==> src/source/daa_types_pkg.sv <==
/* Data-side types for the DAA unit: byte and nibble vectors, the flag word
   and the request/response bundles of the req/ack handshake */

`default_nettype none

package daa_types_pkg;

    // Accumulator and operand values
    typedef logic [7:0] byte_t;

    // Nibble used by the split adder and the digit compares
    typedef logic [3:0] nibble_t;

    // Architectural flags without bits 3 and 5
    typedef struct packed {
        logic s;
        logic z;
        logic h;
        logic pv;
        logic n;
        logic c;
    } flags_t;

    // Operand bundle held stable by the requester while req is high
    typedef struct packed {
        byte_t  a;
        flags_t flags;
    } daa_req_t;

    // Result bundle valid while ack is high
    typedef struct packed {
        byte_t  a;
        flags_t flags;
    } daa_rsp_t;

endpackage

`default_nettype wire

==> src/source/daa_ctrl_pkg.sv <==
/* Control encodings for the DAA sequencer: timing states, correction
   constant select and the strobe word sent to the ALU and flag unit */

`default_nettype none

package daa_ctrl_pkg;

    typedef enum logic [2:0] {
        t_idle = 3'd0,
        t1     = 3'd1,
        t2     = 3'd2,
        t3     = 3'd3,
        t_done = 3'd4
    } tstate_t;

    // Bit 0 picks the low digit, bit 1 the high digit
    typedef enum logic [1:0] {
        corr_00 = 2'b00,
        corr_06 = 2'b01,
        corr_60 = 2'b10,
        corr_66 = 2'b11
    } corr_sel_t;

    // Per-state strobes
    typedef struct packed {
        logic      load;
        logic      cmp;
        logic      adjust;
        logic      sub;
        corr_sel_t corr;
        logic      write_a;
        logic      write_flags;
        logic      hold_tmp;
    } ctrl_t;

endpackage

`default_nettype wire

==> src/source/daa_control.sv <==
/* Handshake, T-state sequencer and DAA decoder. Steps T1..T3 once per
   request and drives the strobes for the ALU and flag unit */

`timescale 1ns/1ps
`default_nettype none

module daa_control (
    input  wire                   clk,
    input  wire                   rst_n,
    input  wire                   req,
    input  wire                   tmp_low,
    input  wire                   tmp_high,
    input  daa_types_pkg::flags_t flags,
    output logic                  ack,
    output daa_ctrl_pkg::ctrl_t   ctrl
);

    import daa_ctrl_pkg::*;

    tstate_t state;
    logic    low_digit;
    logic    high_digit;

    // ==================================================================
    // Sequencer
    // ==================================================================

    always_ff @(posedge clk) begin
        if (!rst_n) begin
            state <= t_idle;
            ack   <= 1'b0;
        end else begin
            case (state)
                t_idle: begin
                    if (req) begin
                        state <= t1;
                    end
                end
                t1: state <= t2;
                t2: state <= t3;
                t3: state <= t_done;
                t_done: begin
                    // Hold the response until the requester lets go
                    if (req) begin
                        ack <= 1'b1;
                    end else begin
                        ack   <= 1'b0;
                        state <= t_idle;
                    end
                end
                default: state <= t_idle;
            endcase
        end
    end

    // ==================================================================
    // Decoder
    // ==================================================================

    // Correction digits from the latched flags and the T2 compare
    assign low_digit  = flags.h | tmp_low;
    assign high_digit = flags.c | tmp_high;

    always_comb begin
        ctrl = '0;
        case (state)
            t1: begin
                ctrl.load = 1'b1;
            end
            t2: begin
                // A minus 0x9A
                ctrl.cmp = 1'b1;
                ctrl.sub = 1'b1;
            end
            t3: begin
                ctrl.adjust      = 1'b1;
                ctrl.sub         = flags.n;
                ctrl.corr        = corr_sel_t'({high_digit, low_digit});
                ctrl.write_a     = 1'b1;
                ctrl.write_flags = 1'b1;
                ctrl.hold_tmp    = 1'b1;
            end
            default: begin
                ctrl = '0;
            end
        endcase
    end

endmodule

`default_nettype wire

==> src/source/daa_alu.sv <==
/* Accumulator and 8-bit nibble-split adder/subtractor. Compares against
   0x9A in T2 and applies the correction constant in T3 */

`timescale 1ns/1ps
`default_nettype none

module daa_alu (
    input  wire                   clk,
    input  wire                   rst_n,
    input  daa_ctrl_pkg::ctrl_t   ctrl,
    input  daa_types_pkg::byte_t  a_in,
    output daa_types_pkg::byte_t  result,
    output daa_types_pkg::byte_t  acc,
    output logic                  half_carry,
    output logic                  carry
);

    import daa_types_pkg::*;
    import daa_ctrl_pkg::*;

    localparam byte_t cmp_const = 8'h9a;

    byte_t      operand;
    nibble_t    a_lo;
    nibble_t    a_hi;
    nibble_t    b_lo;
    nibble_t    b_hi;
    logic [4:0] low_sum;
    logic [4:0] high_sum;

    always_ff @(posedge clk) begin
        if (!rst_n) begin
            acc <= '0;
        end else if (ctrl.load) begin
            acc <= a_in;
        end else if (ctrl.write_a) begin
            acc <= result;
        end
    end

    // Operand select
    always_comb begin
        operand = '0;
        if (ctrl.cmp) begin
            operand = cmp_const;
        end else if (ctrl.adjust) begin
            case (ctrl.corr)
                corr_06: operand = 8'h06;
                corr_60: operand = 8'h60;
                corr_66: operand = 8'h66;
                default: operand = 8'h00;
            endcase
        end
    end

    assign a_lo = acc[3:0];
    assign a_hi = acc[7:4];
    assign b_lo = operand[3:0];
    assign b_hi = operand[7:4];

    // Bit 4 of each half is carry on add and borrow on subtract
    always_comb begin
        if (ctrl.sub) begin
            low_sum  = {1'b0, a_lo} - {1'b0, b_lo};
            high_sum = {1'b0, a_hi} - {1'b0, b_hi} - {4'b0, low_sum[4]};
        end else begin
            low_sum  = {1'b0, a_lo} + {1'b0, b_lo};
            high_sum = {1'b0, a_hi} + {1'b0, b_hi} + {4'b0, low_sum[4]};
        end
    end

    assign result     = {high_sum[3:0], low_sum[3:0]};
    assign half_carry = low_sum[4];
    assign carry      = high_sum[4];

endmodule

`default_nettype wire

==> src/source/daa_flag_unit.sv <==
/* Flag register with the two T2 temporaries. Loads the request flags in T1
   and writes S, Z, H, P/V and C from the ALU in T3 */

`timescale 1ns/1ps
`default_nettype none

module daa_flag_unit (
    input  wire                   clk,
    input  wire                   rst_n,
    input  daa_ctrl_pkg::ctrl_t   ctrl,
    input  daa_types_pkg::flags_t flags_in,
    input  daa_types_pkg::byte_t  result,
    input  wire                   half_carry,
    input  wire                   carry,
    output daa_types_pkg::flags_t flags,
    output logic                  tmp_low,
    output logic                  tmp_high
);

    logic zero;
    logic parity_even;

    assign zero        = (result == 8'h00);
    assign parity_even = ~^result;

    // ==================================================================
    // Architectural flags
    // ==================================================================

    always_ff @(posedge clk) begin
        if (!rst_n) begin
            flags <= '0;
        end else if (ctrl.load) begin
            flags <= flags_in;
        end else if (ctrl.write_flags) begin
            flags.s  <= result[7];
            flags.z  <= zero;
            flags.h  <= half_carry;
            flags.pv <= parity_even;
            // N passes through unchanged
            flags.c  <= flags.c | tmp_high;
        end
    end

    // ==================================================================
    // Compare temporaries
    // ==================================================================

    // No borrow from A - 0x9A means the digit is out of BCD range
    always_ff @(posedge clk) begin
        if (!rst_n) begin
            tmp_low  <= 1'b0;
            tmp_high <= 1'b0;
        end else if (ctrl.cmp) begin
            tmp_low  <= ~half_carry;
            tmp_high <= ~carry;
        end else if (!ctrl.hold_tmp) begin
            tmp_low  <= 1'b0;
            tmp_high <= 1'b0;
        end
    end

endmodule

`default_nettype wire

==> src/source/daa_unit.sv <==
/* DAA unit top level. Joins the sequencer, ALU and flag unit behind a
   four-phase req/ack handshake with a fixed four-cycle latency */

`timescale 1ns/1ps
`default_nettype none

module daa_unit (
    input  wire                     clk,
    input  wire                     rst_n,
    input  wire                     req,
    input  daa_types_pkg::daa_req_t req_data,
    output logic                    ack,
    output daa_types_pkg::daa_rsp_t rsp_data
);

    import daa_types_pkg::*;
    import daa_ctrl_pkg::*;

    ctrl_t  ctrl;
    byte_t  result;
    byte_t  acc;
    flags_t flags;
    logic   half_carry;
    logic   carry;
    logic   tmp_low;
    logic   tmp_high;

    daa_control i_control (
        .clk      (clk),
        .rst_n    (rst_n),
        .req      (req),
        .tmp_low  (tmp_low),
        .tmp_high (tmp_high),
        .flags    (flags),
        .ack      (ack),
        .ctrl     (ctrl)
    );

    daa_alu i_alu (
        .clk        (clk),
        .rst_n      (rst_n),
        .ctrl       (ctrl),
        .a_in       (req_data.a),
        .result     (result),
        .acc        (acc),
        .half_carry (half_carry),
        .carry      (carry)
    );

    daa_flag_unit i_flag_unit (
        .clk        (clk),
        .rst_n      (rst_n),
        .ctrl       (ctrl),
        .flags_in   (req_data.flags),
        .result     (result),
        .half_carry (half_carry),
        .carry      (carry),
        .flags      (flags),
        .tmp_low    (tmp_low),
        .tmp_high   (tmp_high)
    );

    assign rsp_data = '{a: acc, flags: flags};

endmodule

`default_nettype wire

==> config.mk <==
export PLATFORM = sky130hd
export DESIGN_NAME = daa_unit
export DESIGN_NICKNAME = d
export VERILOG_FILES = /design/src/source/daa_types_pkg.sv /design/src/source/daa_ctrl_pkg.sv /design/src/source/daa_control.sv /design/src/source/daa_alu.sv /design/src/source/daa_flag_unit.sv /design/src/source/daa_unit.sv
export SDC_FILE = /design/constraint.sdc
export NUM_CORES = 1
export LEC_CHECK = 0
export BUFFER_PORTS_ARGS = -buffer_cell sky130_fd_sc_hd__buf_4
export CAP_MARGIN = 15
export CORE_ASPECT_RATIO = 0.8
export CORE_MARGIN = 5
export CORE_UTILIZATION = 45
export DETAILED_ROUTE_END_ITERATION = 6
export GPL_TIMING_DRIVEN = 0
export PLACE_DENSITY_LB_ADDON = 0.05
export SYNTH_ARGS = -nofsm -noshare
export SYNTH_HDL_FRONTEND = slang
export SYNTH_HIERARCHICAL = 1
export SYNTH_SLANG_ARGS = --single-unit
==> constraint.sdc <==
create_clock -name clk -period 4.7 [get_ports clk]
set_clock_uncertainty 0.2 [all_clocks]
set_input_delay 0.705 -clock clk [delete_from_list [all_inputs] [get_ports clk]]
set_output_delay 0.705 -clock clk [all_outputs]
set_load 0.05 [all_outputs]
==> results of run 1 <==
metal layers:
| metal | global-route usage | vias up |
|---|---|---|
| li1 | - | 742 |
| met1 | 0.224 | 656 |
| met2 | 0.260 | 23 |
| met3 | 0.0332 | 4 |
| met4 | 0.0328 | 0 |
| met5 | 0 | - |
tightest hold or removal path: cells and delay by family, from the launching register on:
family	cells	cell delay [ns]
AO/OA/AOI/OAI	1	0.06
flip-flops	1	0.32
AND/OR/NAND/NOR	1	0.05
power groups by stage:
stage | combinational (mW) | sequential (mW) | clock [mW]
final | 0.308 | 0.201 | 0.115
after global routing | 0.344 | 0.204 | 0.126
after CTS | 0.302 | 0.201 | 0.121
after detailed placement | 0.300 | 0.205 | 0
after global placement | 0.293 | 0.204 | 0
after floorplan | 0.186 | 0.244 | 0
through the flow:
| step | power [mW] | util |
|---|---|---|
| floorplan | 0.430 | - |
| global placement | 0.497 | 0.560 |
| detailed placement | 0.505 | 0.560 |
| global route | 0.674 | 0.578 |
| finish | 0.624 | 0.578 |
| CTS | 0.624 | 0.572 |
timing repair:
item | CTS | global route
setup buffers | 0 | 1
hold buffers | 0 | 0
gates resized for setup | 0 | 4
endpoints found under the setup margin | 0 | 2
layout make-up:
cell class	instances	area, um2	area share
Multi-Input combinational cell	142	1100	0.539
Clock buffer	3	41.3	0.0203
Sequential cell	20	400	0.197
Timing Repair Buffer	33	245	0.121
Buffer	11	80.1	0.0394
Inverter	31	116	0.0573
Tap cell	42	52.6	0.0259
registers in the layout (all words and copies together) (netlist names):
| register | cells |
|---|---|
| i_flag_unit/flags | 6 |
| i_control/state | 3 |
| i_flag_unit/tmp_low | 1 |
| i_flag_unit/tmp_high | 1 |
| i_alu/acc | 8 |
| i_control/ack | 1 |
placed cells by master, fill, tap and decap left out, types with 2 or more instances in the layout:
cell type / instances
nand3_1: 2
and2_1: 2
nor2b_1: 3
o211a_1: 2
dfxtp_1: 20
inv_1: 29
o211ai_1: 2
inv_2: 2
mux2i_1: 9
a211oi_1: 2
xnor2_1: 8
nand3b_1: 2
a21oi_1: 18
xor2_1: 2
buf_6: 2
o21ai_0: 6
nor3b_1: 2
buf_4: 37
clkbuf_8: 3
fa_1: 6
buf_2: 5
nand2_1: 20
ha_1: 19
o21bai_1: 3
nand2b_1: 4
o21ai_1: 3
nor2_1: 12
kinds of logic after synthesis:
logic type,count (synthesis)
xor+xnor,10
compound gates,43
buf+inv,42
fa+ha+maj,25
flops,20
mux,10
simple gates,54
synth_stat cells (all sizes together) (3+ instances only):
| cell type | n |
|---|---|
| o21ai | 9 |
| ha | 19 |
| mux2i | 10 |
| nor2b | 3 |
| dfxtp | 20 |
| xnor2 | 8 |
| inv | 31 |
| fa | 6 |
| nand2b | 4 |
| a21oi | 18 |
| nor2 | 13 |
| o21bai | 3 |
| buf | 11 |
| nand2 | 20 |
worst paths after layout:
check,from,endpoint
max,i_control/state[1],i_flag_unit/flags[2]
min,i_control/ack,i_control/ack
min reg2reg,i_control/ack,i_control/ack
max reg2reg,i_control/state[1],i_flag_unit/flags[2]
==> summary.md, run 1 <==
| Metric | Value |
|---|---|
| Reg-to-reg setup timing slack | `0.35 ns` |
| Main combinational cell family by area after synthesis | `adder cells` |
| Gate count of the mapped netlist | `204` |
| Number of buffers and inverters on the critical path | `4` |
| Max Root-Sink Buffers | `2` |
| Post-Place Worst Slack | `approximately 0.076 ns` |
| Total stage count of the critical path | `21` |
| Number of flops mapped to enable cells by yosys | `0` |
| Max Used Layer | `met4` |
| Max cap viols | `0` |
| Ordered cell list for the critical path | `nand3b_1, inv_2, buf_4, nor2b_1, nand2_1, ha_1, nor2b_1, o21ai_1, nand2_1, fa_1, inv_1, ha_1, o21ai_0, nand3b_1, xnor2_1, mux2i_2, inv_1, ha_1, xnor2_1, xnor2_1, o21ai_1` |
| Final instance area | `about 2000 um2` |
| Worst skew pair latency | `0.26 ns` |
| Floorplan die area | `5080 um2` |
| Final Instance Count excl. Fillers | `282` |
| Sink Count | `20` |
| Fraction of power consumed by the clock network | `0.184` |
| Final worst slack | `0.345 ns` |
| Arrival time at the worst endpoint | `4.31 ns` |
| Number of hold-slack violations in the final timing report | `0` |
| Number of nets still failing antenna checks after routing | `0` |
| Largest fanout of any net on the critical path | `7` |
| Number of global-route vias before repair | `1417` |
| Peak clock frequency supported by timing | `230 MHz` |
| Post-Place Cell Area | `a little under 2000 um2` |
| TritonCTS clock tree | `built` |
| Maximum ir drop on the vdd rail | `between 150 and 200 uV` |
| Count of input and output buffers | `31` |
| Final Critical Period | `4.35 ns` |
| Hold Path Class | `flip-flop to flip-flop` |
| Synth cell types | `39` |
| Synth-to-layout area growth | `20.5%` |
| Yosys top cell by area | `dfxtp_1` |
| Largest net degree at the start of global routing | `12` |
| FFs w/ async S/R, synth | `0` |
| Worst slack on hold paths | `0.272 ns` |
| Area fraction in compound gates after synthesis | `0.162` |
| Mux contribution to synthesized area | `0.0593` |
| Final net count | `284` |
| Data required time of the critical path | `4.65 ns` |
| Most used DFF post-synth | `dfxtp_1` |
| FP Rows | `19` |
| Maximum level of the CTS H-tree | `1` |
| Cell family contributing the most delay on the critical path | `adder cells` |
| Kind of critical path | `flip-flop to flip-flop` |
| Post-synthesis net count | `between 200 and 250` |
| DR DRC count | `0` |
| Via-to-Cell Ratio | `5.05` |
| Final setup violation count | `0` |
| Filler cells | `332` |
| Overflow left after global routing | `0` |
| Sequential power share | `0.322` |
| Combinational group share of total power | `0.494` |
| Final cycle utilization of the critical path | `0.927` |
| Synthesized area | `about 1700 um2` |
| 1st-pass router iterations | `4` |
| GR Util All Layers | `0.161` |
| Dominant cells by area after synthesis | `dfxtp_1 (24%), ha_1 (14%), fa_1 (7.1%)` |
| CP Capture Type | `flip-flop` |
| Post-detailed-route wirelength per cell | `13.3 um` |
| Power spent charging and discharging nets | `approximately 0.25 mW` |
| Max stage delay cell, worst path | `fa_1` |
| Ratio of total power to cell area | `307 nW/um2` |
| Yosys warns | `6` |
| Sequential share of the synthesized area | `0.237` |
| Length of routed met2 wiring | `1750 um` |
| Met1 WL | `1870 um` |
| Clock root cell | `clkbuf_8` |
| Chip width | `78.4 um` |
| Worst slew margin | `0.661` |
| Leakage power total | `0.949 nW` |
| R2R cell count | `21` |
| Initial standard-cell utilization of the core | `0.479` |
| Type of origin of the critical path | `flip-flop` |
| Dpl cells | `277` |
| Cell-internal power | `0.375 mW` |
| Number of placed I/O pins | `32` |
| Fraction of synthesized cell area in xor and xnor cells | `0.0519` |
| CTS Buf Count | `3` |
| Die boundary height | `roughly 65 um` |
| Antenna cell count | `0` |
| RSZ-0062 raised after global routing | `false` |
| Synthesized area per cell | `8.27 um2` |
| Number of antenna violations at the first check in global routing | `0` |
| Delay of the slowest cell on the worst path | `around 0.5 ns` |
| Detail Placement HPWL | `3030 um` |
| Final number of max-transition violations | `0` |
| Global-route wire length before repair | `around 6600 um` |
| Flip-flop and latch count after synthesis | `20` |
| Worst-margin pin slew | `just over 0.5 ns` |
| Adder-Cell Fraction of Synth Area | `0.212` |
| Iteration-0 DRC Markers | `55` |
| Routability congestion estimate | `0.859` |
| Result of the run | `finished clean` |
| Std-Cell Core Area | `3520 um2` |
| Worst hold path depth | `2` |
| Share of layout cells above drive strength 1 | `0.229` |
| Clock edge transition at the registers on the reported setup and hold paths | `0.07 ns` |
| Accumulated negative setup slack | `0 ns` |
| Aggregate routed wire length | `3750 um` |
| Fraction of post-synthesis cell area in the top cell type by area | `0.237` |
| Simple-gate share of the synthesized area | `0.160` |
| Switching fraction of total power | `0.399` |
| Met3 wire len | `roughly 110 um` |
| DR vias | `1425` |
Power figures use the tool's default switching activity.
==> inputs of run 2 (changes only) <==
--- a/config.mk
+++ b/config.mk
@@ -13,6 +13,7 @@
 export DETAILED_ROUTE_END_ITERATION = 6
 export GPL_TIMING_DRIVEN = 0
 export PLACE_DENSITY_LB_ADDON = 0.05
+export REMOVE_ABC_BUFFERS = 1
 export SYNTH_ARGS = -nofsm -noshare
 export SYNTH_HDL_FRONTEND = slang
 export SYNTH_HIERARCHICAL = 1
==> run 2 against run 1 <==
Compared with the run above:
- critical path depth is 1 lower
- sequential power is essentially flat
- highest routed layer unchanged
- setup slack better by 0.020 ns
==> summary.md, run 2 (synthesis results as in run 1) <==
| Metric | Value |
|---|---|
| Result of the run | `finished clean` |
| Clock edge transition at the registers on the reported setup and hold paths | `0.08 ns (about the same)` |
| Synth-to-layout area growth | `20.3%` |
| Largest register by flop count | `i_alu/acc` |
| Final setup violation count | `0 (unchanged)` |
| Leakage power total | `0.916 nW (-3.5%)` |
| Initial standard-cell utilization of the core | `0.479 (unchanged)` |
| Total stage count of the critical path | `20 (-4.8%)` |
| Antenna cell count | `0 (unchanged)` |
| Type of origin of the critical path | `flip-flop` |
| FP Rows | `19 (unchanged)` |
| Number of placed I/O pins | `32 (unchanged)` |
| Post-Place Cell Area | `1910 um2 (-3.2%)` |
| Worst-margin pin slew | `0.810 ns (+0.302 ns)` |
| Max FFs per register | `8 (unchanged)` |
| Delay of the slowest cell on the worst path | `0.52 ns (about the same)` |
| Max Root-Sink Buffers | `2 (unchanged)` |
| Max stage delay cell, worst path | `fa_1` |
| Count of input and output buffers | `31 (unchanged)` |
| Filler cells | `339 (+2.1%)` |
| Std-Cell Core Area | `3520 um2 (unchanged)` |
| GR Util All Layers | `0.161 (+0.000237)` |
| Arrival time at the worst endpoint | `4.29 ns (-0.02 ns)` |
| Largest net degree at the start of global routing | `21 (+9)` |
| Ordered cell list for the critical path | `nand3b_1, clkinvlp_4, nor2b_1, nand2_1, ha_1, nor2b_1, o21ai_1, nand2_1, fa_1, inv_1, ha_1, o21ai_0, nand3b_1, xnor2_1, mux2i_1, inv_1, ha_1, xnor2_1, xnor2_1, o21ai_1` |
| Leading cell types in the layout, fill and taps excluded | `buf_4 (35), inv_1 (29), nand2_1 (20), ha_1 (19)` |
| Final net count | `277 (-2.5%)` |
| Number of buffers and inverters on the critical path | `3 (-1)` |
| 1st-pass router iterations | `4 (unchanged)` |
| Maximum ir drop on the vdd rail | `171 uV (-3.4%)` |
| Leading cell type in the layout, fill and taps excluded | `buf_4` |
| Top flop regs | `i_alu/acc x8, i_flag_unit/flags x6, i_control/state x3` |
| CP Capture Type | `flip-flop` |
| Share of layout cells above drive strength 1 | `0.218 (-0.0112)` |
| Number of hold-slack violations in the final timing report | `0 (unchanged)` |
| Clock root cell | `clkbuf_8` |
| Final Critical Period | `4.33 ns (-0.0201 ns)` |
| Sink Count | `20 (unchanged)` |
| Iteration-0 DRC Markers | `43 (-22%)` |
| Ratio of total power to cell area | `337 nW/um2 (+9.7%)` |
| Final number of max-transition violations | `0 (unchanged)` |
| Global-route wire length before repair | `6580 um (-0.11%)` |
| Via-to-Cell Ratio | `5.21 (+3.2%)` |
| R2R cell count | `20 (-4.8%)` |
| Final Instance Count excl. Fillers | `276 (-2.1%)` |
| Worst skew pair latency | `0.26 ns (about the same)` |
| DR DRC count | `0 (unchanged)` |
| Final cycle utilization of the critical path | `0.922 (-0.00428)` |
| Die boundary height | `64.8 um (unchanged)` |
| Peak clock frequency supported by timing | `231 MHz (+0.46%)` |
| Cell family contributing the most delay on the critical path | `adder cells` |
| Data required time of the critical path | `4.66 ns (about the same)` |
| Post-detailed-route wirelength per cell | `14.0 um (+5.1%)` |
| RSZ-0062 raised after global routing | `false` |
| Maximum level of the CTS H-tree | `1 (unchanged)` |
| Detail Placement HPWL | `2890 um (-4.7%)` |
| CTS Buf Count | `3 (unchanged)` |
| Final core utilization | `0.576 (-0.00107)` |
| Dpl cells | `267 (-3.6%)` |
| Floorplan die area | `5080 um2 (unchanged)` |
| Final instance area | `2030 um2 (-0.18%)` |
| Worst slew margin | `0.458 (-0.203)` |
| TritonCTS clock tree | `built` |
| Kind of critical path | `flip-flop to flip-flop` |
| Max cap viols | `0 (unchanged)` |
| Chip width | `78.4 um (unchanged)` |
| DR vias | `1439 (+0.98%)` |
| Routability congestion estimate | `0.849 (-1.3%)` |
| Hold Path Class | `flip-flop to flip-flop` |
| Largest fanout of any net on the critical path | `8 (+1)` |
| Worst hold path depth | `2 (unchanged)` |
| Number of antenna violations at the first check in global routing | `0 (unchanged)` |
| Aggregate routed wire length | `3860 um (+2.8%)` |
| Overflow left after global routing | `0 (unchanged)` |
| Number of nets still failing antenna checks after routing | `0 (unchanged)` |
| Number of global-route vias before repair | `1454 (+2.6%)` |
[run 2: where the power goes]
| part | switching, mW | internal [mW] |
|---|---|---|
| sequential | 0.0181 | 0.186 |
| combinational | 0.174 | 0.129 |
| clock | 0.0627 | 0.114 |
[run 2: cell type report]
| cell class | instances | area [um2] | area share |
|---|---|---|---|
| multi-input combinational | 142 | 1100 | 0.543 |
| clock inverter | 1 | 30.0 | 0.0148 |
| tap | 42 | 52.6 | 0.0259 |
| timing repair buffer | 36 | 274 | 0.135 |
| clock buffer | 3 | 41.3 | 0.0204 |
| inverter | 31 | 120 | 0.0592 |
| timing repair inverter | 1 | 5.00 | 0.00247 |
| sequential | 20 | 403 | 0.199 |
[run 2: per-layer routing]
layer / up-vias / share of wire / GRT usage
li1: 727 / - / -
met1: 671 / 0.46 / 0.214
met2: 37 / 0.47 / 0.264
met3: 4 / 0.058 / 0.0429
met4: 0 / 0.0070 / 0.0371
met5: - / 0 / 0
[run 2: what timing repair did]
| item | in CTS | in global routing |
|---|---|---|
| pin swaps | 0 | 1 |
| hold buffers | 0 | 0 |
| cloned | 0 | 1 |
| resized for setup | 2 | 4 |
| endpoints found under the setup margin | 1 | 2 |
| setup buffers | 0 | 3 |
[run 2: path summary, 6_finish.rpt]
kind | startpoint | endpoint | slack, ns
max | i_control/state[0] | i_flag_unit/flags[2] | 0.37
min | i_control/ack | i_control/ack | 0.27
max reg2reg | i_control/state[0] | i_flag_unit/flags[2] | 0.37
min reg2reg | i_control/ack | i_control/ack | 0.27
[run 2: worst min-delay path: cells and delay by family (launching register included)]
kind | cells | cell delay [ns]
AOI/OAI and AO/OA | 1 | 0.06
and+or+nand+nor | 1 | 0.05
DFF | 1 | 0.32
[run 2: through the flow]
| stage | hold WS, ns | setup WS (ns) | TNS (ns) | power [mW] |
|---|---|---|---|---|
| after floorplan | 0.322 | 0.602 | 0 | 0.421 |
| after global placement | 0.258 | -0.0381 | -0.0381 | 0.490 |
| after detailed placement | 0.262 | -0.0436 | -0.0436 | 0.500 |
| after CTS | 0.279 | 0.0412 | 0 | 0.682 |
| after global routing | 0.300 | 0.0644 | 0 | 0.735 |
| final | 0.269 | 0.365 | 0 | 0.683 |
==> inputs of run 3 (changes only) <==
--- a/config.mk
+++ b/config.mk
@@ -13,6 +13,7 @@
 export DETAILED_ROUTE_END_ITERATION = 6
 export GPL_TIMING_DRIVEN = 0
 export PLACE_DENSITY_LB_ADDON = 0.05
+export RECOVER_POWER = 50
 export REMOVE_ABC_BUFFERS = 1
 export SYNTH_ARGS = -nofsm -noshare
 export SYNTH_HDL_FRONTEND = slang
==> run 3 against run 2 <==
Compared with the run above:
- hold slack got worse by 0.0021 ns
- wire length is 0.23% higher
- design area is 2.6% lower
- first-iteration DRC count down 4.7%
- clock power about the same
- global-route usage is the same
- non-clock buffer count did not move
- critical path type unchanged
- critical endpoint unchanged
- highest routed layer unchanged
==> summary.md, run 3 (synthesis results as in run 1) <==
| Metric | Value |
|---|---|
| Peak clock frequency supported by timing | `230 MHz (-0.39%)` |
| Result of the run | `finished clean` |
| Iteration-0 DRC Markers | `41 (-4.7%)` |
| Synth-to-layout area growth | `17.1%` |
| Largest register by flop count | `i_alu/acc` |
| Post-detailed-route wirelength per cell | `14.0 um (+0.23%)` |
| Clock edge transition at the registers on the reported setup and hold paths | `0.08 ns (about the same)` |
| Final Instance Count excl. Fillers | `276 (unchanged)` |
| Die boundary height | `64.8 um (unchanged)` |
| TritonCTS clock tree | `built` |
| Number of hold-slack violations in the final timing report | `0 (unchanged)` |
| CTS Hold Buffers Added | `0 (unchanged)` |
| Final Critical Period | `4.35 ns (+0.0172 ns)` |
| Data required time of the critical path | `4.65 ns (about the same)` |
| Leading cell type in the layout, fill and taps excluded | `inv_1` |
| Sink Count | `20 (unchanged)` |
| CP Capture Type | `flip-flop` |
| Floorplan die area | `5080 um2 (unchanged)` |
| Count of input and output buffers | `31 (unchanged)` |
| CTS Buf Count | `3 (unchanged)` |
| Share of layout cells above drive strength 1 | `0.158 (-0.0598)` |
| Ratio of total power to cell area | `341 nW/um2 (+1.3%)` |
| Arrival time at the worst endpoint | `4.31 ns (+0.02 ns)` |
| Initial standard-cell utilization of the core | `0.479 (unchanged)` |
| Via-to-Cell Ratio | `5.22 (+0.14%)` |
| Detail Placement HPWL | `2890 um (unchanged)` |
| Std-Cell Core Area | `3520 um2 (unchanged)` |
| Max cap viols | `0 (unchanged)` |
| Final number of max-transition violations | `0 (unchanged)` |
| Largest net degree at the start of global routing | `21 (unchanged)` |
| Largest fanout of any net on the critical path | `8 (unchanged)` |
| Routability congestion estimate | `0.849 (unchanged)` |
| Kind of critical path | `flip-flop to flip-flop` |
| DR DRC count | `0 (unchanged)` |
| Global-route wire length before repair | `6580 um (unchanged)` |
| Overflow left after global routing | `0 (unchanged)` |
| Final core utilization | `0.562 (-0.0149)` |
| GR Util All Layers | `0.161 (unchanged)` |
| Number of antenna violations at the first check in global routing | `0 (unchanged)` |
| Aggregate routed wire length | `3870 um (+0.23%)` |
| Leakage power total | `0.859 nW (-6.3%)` |
| Antenna cell count | `0 (unchanged)` |
| Top flop regs | `i_alu/acc x8, i_flag_unit/flags x6, i_control/state x3` |
| RSZ-0062 raised after global routing | `false` |
| Number of placed I/O pins | `32 (unchanged)` |
| Max Root-Sink Buffers | `2 (unchanged)` |
| Worst skew pair latency | `0.26 ns (about the same)` |
| Maximum ir drop on the vdd rail | `170 uV (-0.46%)` |
| DR vias | `1441 (+0.14%)` |
| Final cycle utilization of the critical path | `0.926 (+0.00365)` |
| Hold Path Class | `flip-flop to flip-flop` |
| Worst-margin pin slew | `0.824 ns (+0.0143 ns)` |
| Number of global-route vias before repair | `1454 (unchanged)` |
| Maximum level of the CTS H-tree | `1 (unchanged)` |
| Final setup violation count | `0 (unchanged)` |
| Max FFs per register | `8 (unchanged)` |
| Worst slew margin | `0.451 (-0.00714)` |
| Leading cell types in the layout, fill and taps excluded | `inv_1 (29), buf_4 (21), nand2_1 (20), ha_1 (19)` |
| Chip width | `78.4 um (unchanged)` |
| FP Rows | `19 (unchanged)` |
| Final net count | `277 (unchanged)` |
| Dpl cells | `267 (unchanged)` |
| Clock root cell | `clkbuf_8` |
| Type of origin of the critical path | `flip-flop` |
| Number of nets still failing antenna checks after routing | `0 (unchanged)` |
| 1st-pass router iterations | `4 (unchanged)` |
-- run 3: cell types whose count changed in the layout (fill, tap and decap cells not counted), sizes merged --
cell and change:
clkbuf +14, buf -14
-- run 3: path summary, 6_finish.rpt --
| check | start | endpoint | slack [ns] | depth (start not counted) |
|---|---|---|---|---|
| worst max-delay path | i_control/state[0] | i_flag_unit/flags[2] | 0.35 | 20 |
| worst min-delay path | i_control/ack | i_control/ack | 0.27 | 2 |
| worst max register to register | i_control/state[0] | i_flag_unit/flags[2] | 0.35 | 20 |
| worst min register to register | i_control/ack | i_control/ack | 0.27 | 2 |
-- run 3: critical path: stages, from the launching register on --
cell        delay, ns
dfxtp_2          0.42
nand3b_1         0.23
clkinvlp_4       0.15
nor2b_1          0.17
nand2_1          0.10
ha_1             0.31
nor2b_1          0.16
o21ai_1          0.16
nand2_1          0.09
fa_1             0.52
inv_1            0.05
ha_1             0.17
o21ai_0          0.17
nand3b_1         0.15
xnor2_1          0.17
mux2i_1          0.22
inv_1            0.08
ha_1             0.29
xnor2_1          0.20
xnor2_1          0.15
o21ai_1          0.08
-- run 3: power by group --
part	total [mW]	internal [mW]	switching [mW]	leakage (nW)
sequential	0.203	0.185	0.0179	0.164
combinational	0.294	0.120	0.174	0.659
clock	0.176	0.114	0.0625	0.0357
total	0.674	0.419	0.255	0.859
-- run 3: cell type report --
class	count	area, um2
fill	356	1540
multi-input combinational	142	1100
sequential	20	403
timing repair buffer	36	221
inverter	31	120
tap	42	52.6
clock buffer	3	41.3
clock inverter	1	30.0
timing repair inverter	1	5.00
-- run 3: per-layer routing --
metal,vias to the layer above,GRT usage,part of all wire
met5,-,0,0
met4,0,0.0371,0.0070
met3,4,0.0429,0.049
met2,32,0.264,0.48
met1,678,0.214,0.47
li1,727,-,-
-- run 3: timing repair --
action | in CTS | in global routing
gates resized for setup | 2 | 4
endpoints found under the setup margin | 1 | 2
pin swaps | 0 | 1
gates cloned | 0 | 1
buffers inserted | 0 | 3
-- run 3: through the flow --
stage	TNS, ns	cell area [um2]	hold slack [ns]	worst slack [ns]	total power [mW]
after floorplan	0	1610	0.322	0.602	0.421
after global placement	-0.0381	1890	0.258	-0.0381	0.490
after detailed placement	-0.0436	1910	0.262	-0.0436	0.500
after CTS	0	1990	0.279	0.0412	0.682
after global routing	0	1980	0.297	0.0629	0.725
final	0	1980	0.267	0.348	0.674
